===== src/logic/lc3b_types.sv =====
package lc3b_types;

typedef logic [15:0] lc3b_word;
typedef logic [2:0] lc3b_reg;
typedef logic [2:0] lc3b_nzp;

// signed so that plain assignment sign-extends
typedef logic signed [4:0] lc3b_imm5;
typedef logic signed [5:0] lc3b_offset6;
typedef logic signed [8:0] lc3b_offset9;

// lc3b encodings of the kept instructions
typedef enum logic [3:0] {
	op_br  = 4'b0000,
	op_add = 4'b0001,
	op_and = 4'b0101,
	op_ldr = 4'b0110,
	op_str = 4'b0111,
	op_not = 4'b1001
} lc3b_opcode;

typedef enum logic [1:0] {
	arb_idle,
	arb_ifetch,
	arb_data
} arb_state;

// ops that write a register and set the condition codes
function automatic logic writes_reg(input lc3b_opcode op);
	logic result;
	case (op)
		op_add, op_and, op_not, op_ldr: result = 1'b1;
		default: result = 1'b0;
	endcase
	return result;
endfunction

endpackage : lc3b_types


===== src/logic/arbiter.sv =====
`timescale 1ns/1ns

module arbiter (
	input logic clk,
	input logic arst_n,

	input logic if_read,
	input lc3b_types::lc3b_word if_address,

	input logic d_read,
	input logic d_write,
	input lc3b_types::lc3b_word d_address,
	input lc3b_types::lc3b_word d_wdata,

	input logic pmem_resp,
	input lc3b_types::lc3b_word pmem_rdata,

	output logic if_resp,
	output lc3b_types::lc3b_word if_rdata,
	output logic d_resp,
	output lc3b_types::lc3b_word d_rdata,

	output logic pmem_read,
	output logic pmem_write,
	output lc3b_types::lc3b_word pmem_address,
	output lc3b_types::lc3b_word pmem_wdata
);

lc3b_types::arb_state state;
logic d_req;

assign d_req = d_read || d_write;

// resp goes only to the side holding the grant
assign if_resp = (state == lc3b_types::arb_ifetch) && pmem_resp;
assign d_resp = (state == lc3b_types::arb_data) && pmem_resp;
assign if_rdata = pmem_rdata;
assign d_rdata = pmem_rdata;

always_ff @(posedge clk or negedge arst_n) begin
	if (!arst_n) begin
		state <= lc3b_types::arb_idle;
		pmem_read <= 1'b0;
		pmem_write <= 1'b0;
	end else begin
		case (state)
			lc3b_types::arb_idle: begin
				// data side first
				if (d_req) begin
					state <= lc3b_types::arb_data;
					pmem_read <= d_read;
					pmem_write <= d_write;
				end else if (if_read) begin
					state <= lc3b_types::arb_ifetch;
					pmem_read <= 1'b1;
				end
			end
			lc3b_types::arb_ifetch, lc3b_types::arb_data: begin
				if (pmem_resp) begin
					state <= lc3b_types::arb_idle;
					pmem_read <= 1'b0;
					pmem_write <= 1'b0;
				end
			end
			default: state <= lc3b_types::arb_idle;
		endcase
	end
end

// address and data captured at grant, stable until resp
always_ff @(posedge clk) begin
	if (state == lc3b_types::arb_idle) begin
		pmem_address <= d_req ? d_address : if_address;
		pmem_wdata <= d_wdata;
	end
end

endmodule : arbiter


===== src/logic/decode.sv =====
`timescale 1ns/1ns

module decode (
	input logic clk,
	input logic arst_n,

	input lc3b_types::lc3b_word fd_pc,
	input lc3b_types::lc3b_word fd_ir,
	input logic fd_valid,
	input logic br_taken,
	input logic de_advance,

	input logic em_valid,
	input lc3b_types::lc3b_reg em_dr,
	input lc3b_types::lc3b_opcode em_op,

	input logic wb_en,
	input lc3b_types::lc3b_reg wb_dr,
	input lc3b_types::lc3b_word wb_data,
	input logic wb_cc_en,

	output logic fd_advance,
	output lc3b_types::lc3b_word de_pc,
	output lc3b_types::lc3b_opcode de_op,
	output lc3b_types::lc3b_reg de_dr,
	output lc3b_types::lc3b_word de_sr1_val,
	output lc3b_types::lc3b_word de_sr2_val,
	output lc3b_types::lc3b_word de_imm,
	output lc3b_types::lc3b_nzp de_nzp,
	output logic de_valid
);

lc3b_types::lc3b_word regs [8];
lc3b_types::lc3b_nzp cc;
lc3b_types::lc3b_nzp cur_cc;
lc3b_types::lc3b_opcode opcode;
lc3b_types::lc3b_reg sr1;
lc3b_types::lc3b_reg sr2;
lc3b_types::lc3b_imm5 imm5;
lc3b_types::lc3b_offset6 off6;
lc3b_types::lc3b_offset9 off9;
lc3b_types::lc3b_word sext5;
lc3b_types::lc3b_word sext6;
lc3b_types::lc3b_word sext9;
lc3b_types::lc3b_word sr1_val;
lc3b_types::lc3b_word sr2_val;
logic known;
logic uses_sr1;
logic uses_sr2;
logic alu_imm;
logic de_wr;
logic em_wr;
logic raw_hazard;
logic cc_hazard;
logic stall;

function automatic lc3b_types::lc3b_nzp gen_cc(input lc3b_types::lc3b_word value);
	if (value[15])
		return 3'b100;
	else if (value == 16'h0000)
		return 3'b010;
	else
		return 3'b001;
endfunction

assign opcode = lc3b_types::lc3b_opcode'(fd_ir[15:12]);
assign sr1 = fd_ir[8:6];
// str reads its source from the dr field
assign sr2 = (opcode == lc3b_types::op_str) ? fd_ir[11:9] : fd_ir[2:0];
assign imm5 = fd_ir[4:0];
assign off6 = fd_ir[5:0];
assign off9 = fd_ir[8:0];
assign sext5 = imm5;
assign sext6 = off6;
assign sext9 = off9;
assign alu_imm = fd_ir[5] && (opcode == lc3b_types::op_add || opcode == lc3b_types::op_and);

always_comb begin
	known = 1'b1;
	uses_sr1 = 1'b0;
	uses_sr2 = 1'b0;
	case (opcode)
		lc3b_types::op_add, lc3b_types::op_and: begin
			uses_sr1 = 1'b1;
			uses_sr2 = !fd_ir[5];
		end
		lc3b_types::op_not, lc3b_types::op_ldr: uses_sr1 = 1'b1;
		lc3b_types::op_str: begin
			uses_sr1 = 1'b1;
			uses_sr2 = 1'b1;
		end
		lc3b_types::op_br: known = 1'b1;
		default: known = 1'b0;
	endcase
end

// writeback bypass, the write lands at the end of this cycle
assign sr1_val = (wb_en && wb_dr == sr1) ? wb_data : regs[sr1];
assign sr2_val = (wb_en && wb_dr == sr2) ? wb_data : regs[sr2];
assign cur_cc = wb_cc_en ? gen_cc(wb_data) : cc;

assign de_wr = de_valid && lc3b_types::writes_reg(de_op);
assign em_wr = em_valid && lc3b_types::writes_reg(em_op);
assign raw_hazard = (uses_sr1 && ((de_wr && de_dr == sr1) || (em_wr && em_dr == sr1)))
	|| (uses_sr2 && ((de_wr && de_dr == sr2) || (em_wr && em_dr == sr2)));
assign cc_hazard = (opcode == lc3b_types::op_br) && (de_wr || em_wr);
assign stall = fd_valid && known && (raw_hazard || cc_hazard);
assign fd_advance = !fd_valid || (de_advance && !stall);

always_ff @(posedge clk) begin
	if (wb_en)
		regs[wb_dr] <= wb_data;
end

always_ff @(posedge clk or negedge arst_n) begin
	if (!arst_n) begin
		cc <= 3'b010;
		de_valid <= 1'b0;
	end else begin
		if (wb_cc_en)
			cc <= gen_cc(wb_data);
		if (br_taken)
			de_valid <= 1'b0;
		else if (de_advance)
			de_valid <= fd_valid && known && !stall;
	end
end

always_ff @(posedge clk) begin
	if (de_advance) begin
		de_pc <= fd_pc;
		de_op <= opcode;
		de_dr <= fd_ir[11:9];
		de_sr1_val <= sr1_val;
		de_sr2_val <= alu_imm ? sext5 : sr2_val;
		de_imm <= (opcode == lc3b_types::op_br) ? sext9 : sext6;
		de_nzp <= fd_ir[11:9] & cur_cc;
	end
end

endmodule : decode


===== src/logic/execute.sv =====
`timescale 1ns/1ns

module execute (
	input logic clk,
	input logic arst_n,

	input lc3b_types::lc3b_word de_pc,
	input lc3b_types::lc3b_opcode de_op,
	input lc3b_types::lc3b_reg de_dr,
	input lc3b_types::lc3b_word de_sr1_val,
	input lc3b_types::lc3b_word de_sr2_val,
	input lc3b_types::lc3b_word de_imm,
	input lc3b_types::lc3b_nzp de_nzp,
	input logic de_valid,
	input logic em_advance,

	output logic de_advance,
	output logic br_taken,
	output lc3b_types::lc3b_word br_target,

	output lc3b_types::lc3b_opcode em_op,
	output lc3b_types::lc3b_reg em_dr,
	output lc3b_types::lc3b_word em_result,
	output lc3b_types::lc3b_word em_address,
	output lc3b_types::lc3b_word em_store_data,
	output logic em_valid
);

lc3b_types::lc3b_word offset;
lc3b_types::lc3b_word alu_out;
lc3b_types::lc3b_word address;

// word offsets
assign offset = {de_imm[14:0], 1'b0};
assign address = de_sr1_val + offset;
assign br_target = de_pc + 16'd2 + offset;

// de_nzp already holds the field masked by the current cc
assign br_taken = de_valid && (de_op == lc3b_types::op_br) && (de_nzp != 3'b000);

// an empty latch never holds decode back
assign de_advance = em_advance || !de_valid;

always_comb begin
	case (de_op)
		lc3b_types::op_add: alu_out = de_sr1_val + de_sr2_val;
		lc3b_types::op_and: alu_out = de_sr1_val & de_sr2_val;
		lc3b_types::op_not: alu_out = ~de_sr1_val;
		default: alu_out = de_sr1_val;
	endcase
end

always_ff @(posedge clk or negedge arst_n) begin
	if (!arst_n) begin
		em_valid <= 1'b0;
	end else if (em_advance) begin
		// branches end here, taken or not
		em_valid <= de_valid && (de_op != lc3b_types::op_br);
	end
end

always_ff @(posedge clk) begin
	if (em_advance) begin
		em_op <= de_op;
		em_dr <= de_dr;
		em_result <= alu_out;
		em_address <= address;
		em_store_data <= de_sr2_val;
	end
end

endmodule : execute


===== src/logic/fetch.sv =====
`timescale 1ns/1ns

module fetch #(
	parameter lc3b_types::lc3b_word RESET_PC = 16'h0000
) (
	input logic clk,
	input logic arst_n,

	input logic br_taken,
	input lc3b_types::lc3b_word br_target,
	input logic fd_advance,

	input logic if_resp,
	input lc3b_types::lc3b_word if_rdata,
	output logic if_read,
	output lc3b_types::lc3b_word if_address,

	output lc3b_types::lc3b_word fd_pc,
	output lc3b_types::lc3b_word fd_ir,
	output logic fd_valid
);

lc3b_types::lc3b_word pc;
lc3b_types::lc3b_word hold_ir;
logic hold_valid;
logic drop;
logic resp_ok;
logic avail;

// word for the current pc, not one from before a redirect
assign resp_ok = if_resp && !drop && !br_taken;
assign avail = hold_valid || resp_ok;

// one word of buffering, no new read while it is full
assign if_read = !hold_valid;
assign if_address = pc;

always_ff @(posedge clk or negedge arst_n) begin
	if (!arst_n) begin
		pc <= RESET_PC;
		fd_valid <= 1'b0;
		hold_valid <= 1'b0;
		drop <= 1'b0;
	end else begin
		// read still in flight across a redirect
		if (br_taken && if_read && !if_resp)
			drop <= 1'b1;
		else if (if_resp)
			drop <= 1'b0;

		if (br_taken) begin
			pc <= br_target;
			fd_valid <= 1'b0;
			hold_valid <= 1'b0;
		end else if (fd_advance) begin
			fd_valid <= avail;
			hold_valid <= 1'b0;
			if (avail)
				pc <= pc + 16'd2;
		end else if (resp_ok) begin
			hold_valid <= 1'b1;
		end
	end
end

always_ff @(posedge clk) begin
	if (resp_ok)
		hold_ir <= if_rdata;
	if (fd_advance) begin
		fd_pc <= pc;
		fd_ir <= hold_valid ? hold_ir : if_rdata;
	end
end

endmodule : fetch


===== src/logic/mem_access.sv =====
`timescale 1ns/1ns

module mem_access (
	input logic clk,
	input logic arst_n,

	input lc3b_types::lc3b_opcode em_op,
	input lc3b_types::lc3b_reg em_dr,
	input lc3b_types::lc3b_word em_result,
	input lc3b_types::lc3b_word em_address,
	input lc3b_types::lc3b_word em_store_data,
	input logic em_valid,

	input logic d_resp,
	input lc3b_types::lc3b_word d_rdata,

	output logic em_advance,
	output logic d_read,
	output logic d_write,
	output lc3b_types::lc3b_word d_address,
	output lc3b_types::lc3b_word d_wdata,

	output logic wb_en,
	output lc3b_types::lc3b_reg wb_dr,
	output lc3b_types::lc3b_word wb_data,
	output logic wb_cc_en
);

logic is_load;
logic is_store;
logic done;

assign is_load = (em_op == lc3b_types::op_ldr);
assign is_store = (em_op == lc3b_types::op_str);

// request held as a level until d_resp
assign d_read = em_valid && is_load;
assign d_write = em_valid && is_store;
assign d_address = em_address;
assign d_wdata = em_store_data;

assign done = !(is_load || is_store) || d_resp;
assign em_advance = !em_valid || done;

// every register writer here also sets cc
assign wb_cc_en = wb_en;

always_ff @(posedge clk or negedge arst_n) begin
	if (!arst_n)
		wb_en <= 1'b0;
	else
		wb_en <= em_valid && done && lc3b_types::writes_reg(em_op);
end

always_ff @(posedge clk) begin
	wb_dr <= em_dr;
	wb_data <= is_load ? d_rdata : em_result;
end

endmodule : mem_access


===== src/logic/mp3.sv =====
`timescale 1ns/1ns

module mp3 #(
	parameter lc3b_types::lc3b_word RESET_PC = 16'h0000
) (
	input logic clk,
	input logic arst_n,

	input logic pmem_resp,
	input lc3b_types::lc3b_word pmem_rdata,

	output logic pmem_read,
	output logic pmem_write,
	output lc3b_types::lc3b_word pmem_address,
	output lc3b_types::lc3b_word pmem_wdata
);

// fetch/decode
lc3b_types::lc3b_word fd_pc;
lc3b_types::lc3b_word fd_ir;
logic fd_valid;
logic fd_advance;

// decode/execute
lc3b_types::lc3b_word de_pc;
lc3b_types::lc3b_opcode de_op;
lc3b_types::lc3b_reg de_dr;
lc3b_types::lc3b_word de_sr1_val;
lc3b_types::lc3b_word de_sr2_val;
lc3b_types::lc3b_word de_imm;
lc3b_types::lc3b_nzp de_nzp;
logic de_valid;
logic de_advance;

// execute/memory
lc3b_types::lc3b_opcode em_op;
lc3b_types::lc3b_reg em_dr;
lc3b_types::lc3b_word em_result;
lc3b_types::lc3b_word em_address;
lc3b_types::lc3b_word em_store_data;
logic em_valid;
logic em_advance;

// branch redirect
logic br_taken;
lc3b_types::lc3b_word br_target;

// writeback
logic wb_en;
lc3b_types::lc3b_reg wb_dr;
lc3b_types::lc3b_word wb_data;
logic wb_cc_en;

// requesters toward the arbiter
logic if_read;
logic if_resp;
lc3b_types::lc3b_word if_address;
lc3b_types::lc3b_word if_rdata;
logic d_read;
logic d_write;
logic d_resp;
lc3b_types::lc3b_word d_address;
lc3b_types::lc3b_word d_wdata;
lc3b_types::lc3b_word d_rdata;

fetch #(.RESET_PC(RESET_PC)) fetch_i (
	.clk,
	.arst_n,
	.br_taken,
	.br_target,
	.fd_advance,
	.if_resp,
	.if_rdata,
	.if_read,
	.if_address,
	.fd_pc,
	.fd_ir,
	.fd_valid
);

decode decode_i (
	.clk,
	.arst_n,
	.fd_pc,
	.fd_ir,
	.fd_valid,
	.br_taken,
	.de_advance,
	.em_valid,
	.em_dr,
	.em_op,
	.wb_en,
	.wb_dr,
	.wb_data,
	.wb_cc_en,
	.fd_advance,
	.de_pc,
	.de_op,
	.de_dr,
	.de_sr1_val,
	.de_sr2_val,
	.de_imm,
	.de_nzp,
	.de_valid
);

execute execute_i (
	.clk,
	.arst_n,
	.de_pc,
	.de_op,
	.de_dr,
	.de_sr1_val,
	.de_sr2_val,
	.de_imm,
	.de_nzp,
	.de_valid,
	.em_advance,
	.de_advance,
	.br_taken,
	.br_target,
	.em_op,
	.em_dr,
	.em_result,
	.em_address,
	.em_store_data,
	.em_valid
);

mem_access mem_access_i (
	.clk,
	.arst_n,
	.em_op,
	.em_dr,
	.em_result,
	.em_address,
	.em_store_data,
	.em_valid,
	.d_resp,
	.d_rdata,
	.em_advance,
	.d_read,
	.d_write,
	.d_address,
	.d_wdata,
	.wb_en,
	.wb_dr,
	.wb_data,
	.wb_cc_en
);

arbiter arbiter_i (
	.clk,
	.arst_n,
	.if_read,
	.if_address,
	.d_read,
	.d_write,
	.d_address,
	.d_wdata,
	.pmem_resp,
	.pmem_rdata,
	.if_resp,
	.if_rdata,
	.d_resp,
	.d_rdata,
	.pmem_read,
	.pmem_write,
	.pmem_address,
	.pmem_wdata
);

endmodule : mp3

===== config.mk =====
export PLATFORM = sky130hd
export DESIGN_NAME = mp3
export DESIGN_NICKNAME = d
export VERILOG_FILES = /design/src/logic/lc3b_types.sv /design/src/logic/arbiter.sv /design/src/logic/decode.sv /design/src/logic/execute.sv /design/src/logic/fetch.sv /design/src/logic/mem_access.sv /design/src/logic/mp3.sv
export SDC_FILE = /design/constraint.sdc
export NUM_CORES = 1
export LEC_CHECK = 0
export BUFFER_PORTS_ARGS = -buffer_cell sky130_fd_sc_hd__buf_2
export CORE_ASPECT_RATIO = 1.25
export CORE_MARGIN = 3
export CORE_UTILIZATION = 45
export CTS_CLUSTER_DIAMETER = 50
export DETAILED_ROUTE_END_ITERATION = 7
export HOLD_SLACK_MARGIN = 0.15
export PLACE_DENSITY = 0.61
export SKIP_CTS_REPAIR_TIMING = 1
export SYNTH_ARGS = -nofsm -noshare
export SYNTH_HDL_FRONTEND = slang
export SYNTH_HIERARCHICAL = 1
export SYNTH_SLANG_ARGS = --single-unit

===== constraint.sdc =====
create_clock -name clk -period 8.1 [get_ports clk]
set_input_delay 0.405 -clock clk [delete_from_list [all_inputs] [get_ports clk]]
set_output_delay 0.405 -clock clk [all_outputs]
set_load 0.005 [all_outputs]

======== Word level (Yosys, flattened, before mapping) ========
Memories as Yosys holds them, arrays and structs flattened. A register that Yosys moved wholly into a read port is not among the register bits.
Index checks and enable logic that the tools add are counted.
storage, ports and cells
  memories ................................ 1
  RAM bits ................................ 128
  register bits after elaboration ......... 240
  output and inout port bits .............. 34
cells by class
  equality and inequality tests ........... 24
  bitwise gates (word level) .............. 3
  muxes and demuxes ....................... 40
  reduce and logical (&&, ||, !) cells .... 73
  add/subtract/negate cells ............... 5
memory list
  memory         words  width  read ports  clocked after memory_dff  write ports  line          RTL
  decode_i.regs  8      16     2           1                         1            decode.sv:33  lc3b_types::lc3b_word regs [8];
operator list
  kind                   number
  $mux 16                8
  $add 16x16->16         3
  $pmux 16 s3            1
  $add 16x2->16 const B  2
  $eq 4x3->1 const B     8
  $logic_and 1x1->1      28
  $mux 1                 19
  $and 16x16->16         1
  $logic_not 16->1       1
  $not 16->16            1
  $eq 3x3->1             5
  $mux 15                1
  $logic_or 1x1->1       13
  $eq 4x1->1 const B     3
  $eq 4x4->1 const B     3
  $logic_not 1->1        10
  $reduce_bool 2->1      5
  $mux 3                 3
  $logic_not 4->1        2
  $mux 2                 4
  $reduce_or 4->1        2
  $pmux 1 s2             3
  $reduce_and 3->1       2
  $reduce_bool 3->1      2
  other kinds (13)       15

======== Depth between registers and ports, before layout ========
  depth after elaboration ................. 15
  gate-level depth with buffers ........... 14

======== By module ========
Netlist, hierarchy kept.
by module, submodules not included
  module      cells each  instances  area an instance (um2)
  decode      503         1          9031.2
  execute     408         1          4336.7
  fetch       179         1          2766.4
  arbiter     110         1          1715.4
  mem_access  81          1          973.4

======== Least setup slack after synthesis ========
OpenSTA, ideal clock, no wires.
  path type ............................... register to register
  start point ............................. register execute_i.em_op[1]
  end point ............................... register fetch_i.pc[15] (netlist: fetch_i/if_address[15])
  clock period less this slack ............ 7.326 ns
  data required time ...................... 7.976 ns
  arrival ................................. 7.202 ns
  cell stages (with the launch flop) ...... 11
  path slack .............................. 0.774 ns
  cell sequence ........................... edfxtp_1 -> and3b_2 -> nand3b_1 -> nand2b_1 -> inv_1 -> a2bb2oi_1 -> clkbuf_1 -> and4_1 -> o211ai_4 -> o31a_1 -> o31a_1
between the ends
  elaborated cells on any way between the ends .. 29
  classes of those cells .................. eq/ne: 5; mux: 1; reduce/logical: 23
RTL lines
  item                                    line                                RTL
  start: declaration                      execute.sv:21                       output lc3b_types::lc3b_opcode em_op,
  start signal: assignment                execute.sv:64                       em_op <= de_op;
  $eq 4x3->1, on equally long branches    mem_access.sv:33, mem_access.sv:34
  $logic_or 1x1->1 (*)                    mem_access.sv:42                    assign done = !(is_load || is_store) || d_resp;
  $logic_not 1->1 (*)                     mem_access.sv:42
  $logic_or 1x1->1 (*)                    mem_access.sv:42
  $logic_or 1x1->1 (*)                    mem_access.sv:43                    assign em_advance = !em_valid || done;
  net em_advance                          mp3.sv:42                           logic em_advance;
  $logic_or 1x1->1 (*)                    execute.sv:42                       assign de_advance = em_advance || !de_valid;
  net de_advance                          mp3.sv:33                           logic de_advance;
  $logic_and 1x1->1 (*)                   decode.sv:108                       assign fd_advance = !fd_valid || (de_advance && !stall);
  $logic_or 1x1->1 (*)                    decode.sv:108
  net fd_advance                          mp3.sv:22                           logic fd_advance;
  $reduce_bool 2->1 (no source line) (*)  --
  $reduce_and 2->1 (no source line) (*)   --
  end signal: assignment                  fetch.sv:52                         pc <= br_target;
  end signal: assignment                  fetch.sv:59                         pc <= pc + 16'd2;
  end: declaration                        fetch.sv:23                         lc3b_types::lc3b_word pc;
The timed path passes the listed nets; every way through them passes the cells marked *.
A chain may end at the register's enable or synchronous reset.

======== Final worst setup path ========
  start point ............................. register arbiter_i.state[0]
  end point ............................... register fetch_i.pc[15] (netlist: fetch_i/if_address[15])
between the ends
  cells in the longest elaborated chain, start to end .. 9
  elaborated cells on any way between the ends .. 15
  classes of those cells .................. eq/ne: 2; reduce/logical: 13
RTL lines
  item                                line              RTL
  start: declaration                  arbiter.sv:29     lc3b_types::arb_state state;
  start signal: assignment            arbiter.sv:42     state <= lc3b_types::arb_idle;
  start signal: assignment            arbiter.sv:50     state <= lc3b_types::arb_data;
  start signal: assignment            arbiter.sv:54     state <= lc3b_types::arb_ifetch;
  $eq 2x2->1                          arbiter.sv:36     assign d_resp = (state == lc3b_types::arb_data) && pmem_resp;
  $logic_and 1x1->1                   arbiter.sv:36
  net d_resp                          mp3.sv:61         logic d_resp;
  $logic_or 1x1->1                    mem_access.sv:42
  $logic_or 1x1->1                    mem_access.sv:43
  net em_advance                      mp3.sv:42
  $logic_or 1x1->1                    execute.sv:42
  net de_advance                      mp3.sv:33
  $logic_and 1x1->1                   decode.sv:108
  $logic_or 1x1->1                    decode.sv:108
  net fd_advance                      mp3.sv:22
  $reduce_bool 2->1 (no source line)  --
  $reduce_and 2->1 (no source line)   --
The timed path passes the listed nets, and every way through them passes these cells.

==> summary.md <==
| Metric | Value |
|---|---|
| Final period util | `approximately three fifths` |
| Startpoint types | `register` |
| Final WL | `roughly 42 mm` |
| Most common cell after layout, fill and taps aside | `edfxtp_1` |
| Highest clock rate | `0.2023 GHz` |
| Most frequent cells in the layout | `edfxtp_1, a21oi_1, mux4_2` |
| Fin. max-slew vios | `0` |
| Static Leak | `between 7 and 8 nW` |
| Setup Skew | `around 0.029 ns` |
| Largest net degree at the start of global routing | `69` |
| Worst-margin pin slew | `1.163 ns` |
| Syn Inst Count | `roughly 1300` |
| Clock buffer depth | `3` |
| WL per Instance | `~23 µm` |
| Unrepaired setup endpoints after global routing | `no` |
| Initial DRC count | `780` |
| Crit Path Max Fanout | `slightly below 70` |
| Antenna Nets Post-Route | `0` |
| Status | `completed` |
| Ys Warns | `6` |
| First-pass GRT wire length | `about 65 mm` |
| Initial Util | `about 46%` |
| Clock sink count | `approximately 380` |
| Pwr dens | `265.3 nW/µm²` |
| Critical Path, Cell by Cell | `inv_1 > ha_1 > and2_1 > nand3b_1 > buf_4 > nand2b_4 > buf_4 > inv_1 > a2bb2oi_4 > buf_4 > and4_1 > o211ai_4 > o31a_1 > o31a_1` |
| N_diodes | `0` |
| Die width | `between 150 and 200 µm` |
| CP startpoint | `arbiter_i/state[0]` |
| Final hold slack | `about 0.17 ns` |
| Half-perimeter wire length after detailed placement | `about 29 mm` |
| Tmin final | `slightly below 5 ns` |
| P&R area growth vs syn | `10.57%` |
| Worst Path Class, Setup | `reg2reg` |
| DRC | `0` |
| Place WS | `between 3 and 4 ns` |
| GP Congestion | `~0.87` |
| Critical Path Sink | `fetch_i/if_address[15]` |
| Number of global-route vias before repair | `roughly 11000` |
| Largest reg by FF count | `decode_i/regs` |
| Core Region | `41230 µm²` |
| Cts bufs inserted | `42` |
| Reg clk slew, reported paths | `around 0.06 ns` |
| Critical path data required time | `between 8 and 9 ns` |
| Worst reg-to-reg path cell count | `14` |
| Initial antenna violation count | `0` |
| CTS tree | `yes` |
| Fin worst setup slack | `around 3.2 ns` |
| H-tree levels | `2` |
| Crit path DAT | `roughly 5.4 ns` |
| Syn_area_per_cell | `14.70 µm²` |
| Gr usage total | `roughly a fifth` |
| Area after DPL | `19180 µm²` |
| Final hold viol count | `0` |
| CP max stage cell | `buf_4` |
| Die Span Y | `about 230 µm` |
| VDD IR max | `around 0.15 mV` |
| Later-pin clock latency in the skew report | `between 0.5 and 0.6 ns` |
| Hold crit path type | `in2reg` |
| Slowest stage delay, CP | `0.70 ns` |
| Finished Core Util | `around half` |
| Critical path capture point type | `register` |
| Syn_nets | `between 1000 and 1500` |
| Max-cap violations | `0` |
| Design area | `20810 µm²` |
| Worst slew margin | `between 20 and 25%` |
| Setup slack, reg-to-reg | `3.16 ns` |
| GRT overflow | `0` |
| Via Count | `between 10000 and 15000` |
| Ports | `53` |
| Root buffer cell | `clkbuf_16` |
| Mapped Area | `~19000 µm²` |
| Setup Viol. Count Final | `0` |
| Fin nets | `1378` |
| Total die area | `about 44000 µm²` |
| Layout cell share with drive strength beyond 1 | `~23%` |
| 1st-pass router iterations | `6` |
| R2r startpoint | `arbiter_i/state[0]` |
| Max reg flops | `approximately 130` |
| Vias per inst | `5.691` |
| Reg2reg end | `fetch_i/if_address[15]` |
| Port bufs | `between 50 and 60` |
| Num rows | `83` |
| Fill cells | `~3500` |
| Setup tns final | `0 ns` |
| Most frequent CP cell | `buf_4` |
[stage by stage]
step                      cells  power, mW
after floorplan            1280      3.298
after global placement     1787      3.543
after detailed placement   1787      3.558
after CTS                  1864      5.568
after global routing       1880      5.764
final                      1880      5.519
[metal layers]
metal	track usage, %	up-vias	share of wire (%)
li1	-	4937	-
met1	23.70	5390	41
met2	34.15	297	51
met3	2.612	76	4.1
met4	6.548	0	3.2
met5	0	-	0
[final cells by class]
| cell class | count | area (µm²) | share of cell area [%] |
|---|---|---|---|
| multi-input cells | 755 | 6925 | 33.29 |
| clock buffers | 48 | 1094 | 5.256 |
| well taps | 552 | 690.7 | 3.320 |
| clock inverters | 29 | 375.4 | 1.804 |
| inverters | 26 | 102.6 | 0.4931 |
| repair buffers | 92 | 600.6 | 2.887 |
| flip-flops and latches | 378 | 11020 | 52.95 |
[where the power goes]
group	internal [mW]	switching (mW)	total, mW	leakage, nW
Sequential	2.44	0.193	2.63	3.73
Combinational	0.406	0.491	0.897	3.20
Clock	1.18	0.810	1.99	0.710
Total	4.03	1.49	5.52	7.64
[worst min path at each step]
stage,start,endpoint,cells past startpoint
final,pmem_rdata[10],fetch_i/hold_ir[10],1
after global routing,pmem_rdata[10],fetch_i/hold_ir[10],1
after CTS,arst_n,arbiter_i/pmem_write,1
after detailed placement,fetch_i/fd_pc[10],decode_i/de_pc[10],0
after global placement,fetch_i/fd_pc[11],decode_i/de_pc[11],0
after floorplan,arst_n,arbiter_i/pmem_read,0
[worst max-delay path, delay by kind of cell, from the launching register on]
kind | cells | cell delay [ns]
adder cells (fa/ha/maj) | 1 | 0.14
AND/OR/NAND/NOR | 4 | 0.81
flip-flops | 1 | 0.40
AO/OA/AOI/OAI | 4 | 1.40
buffers and inverters | 5 | 2.03
Power figures use the tool's default switching activity.
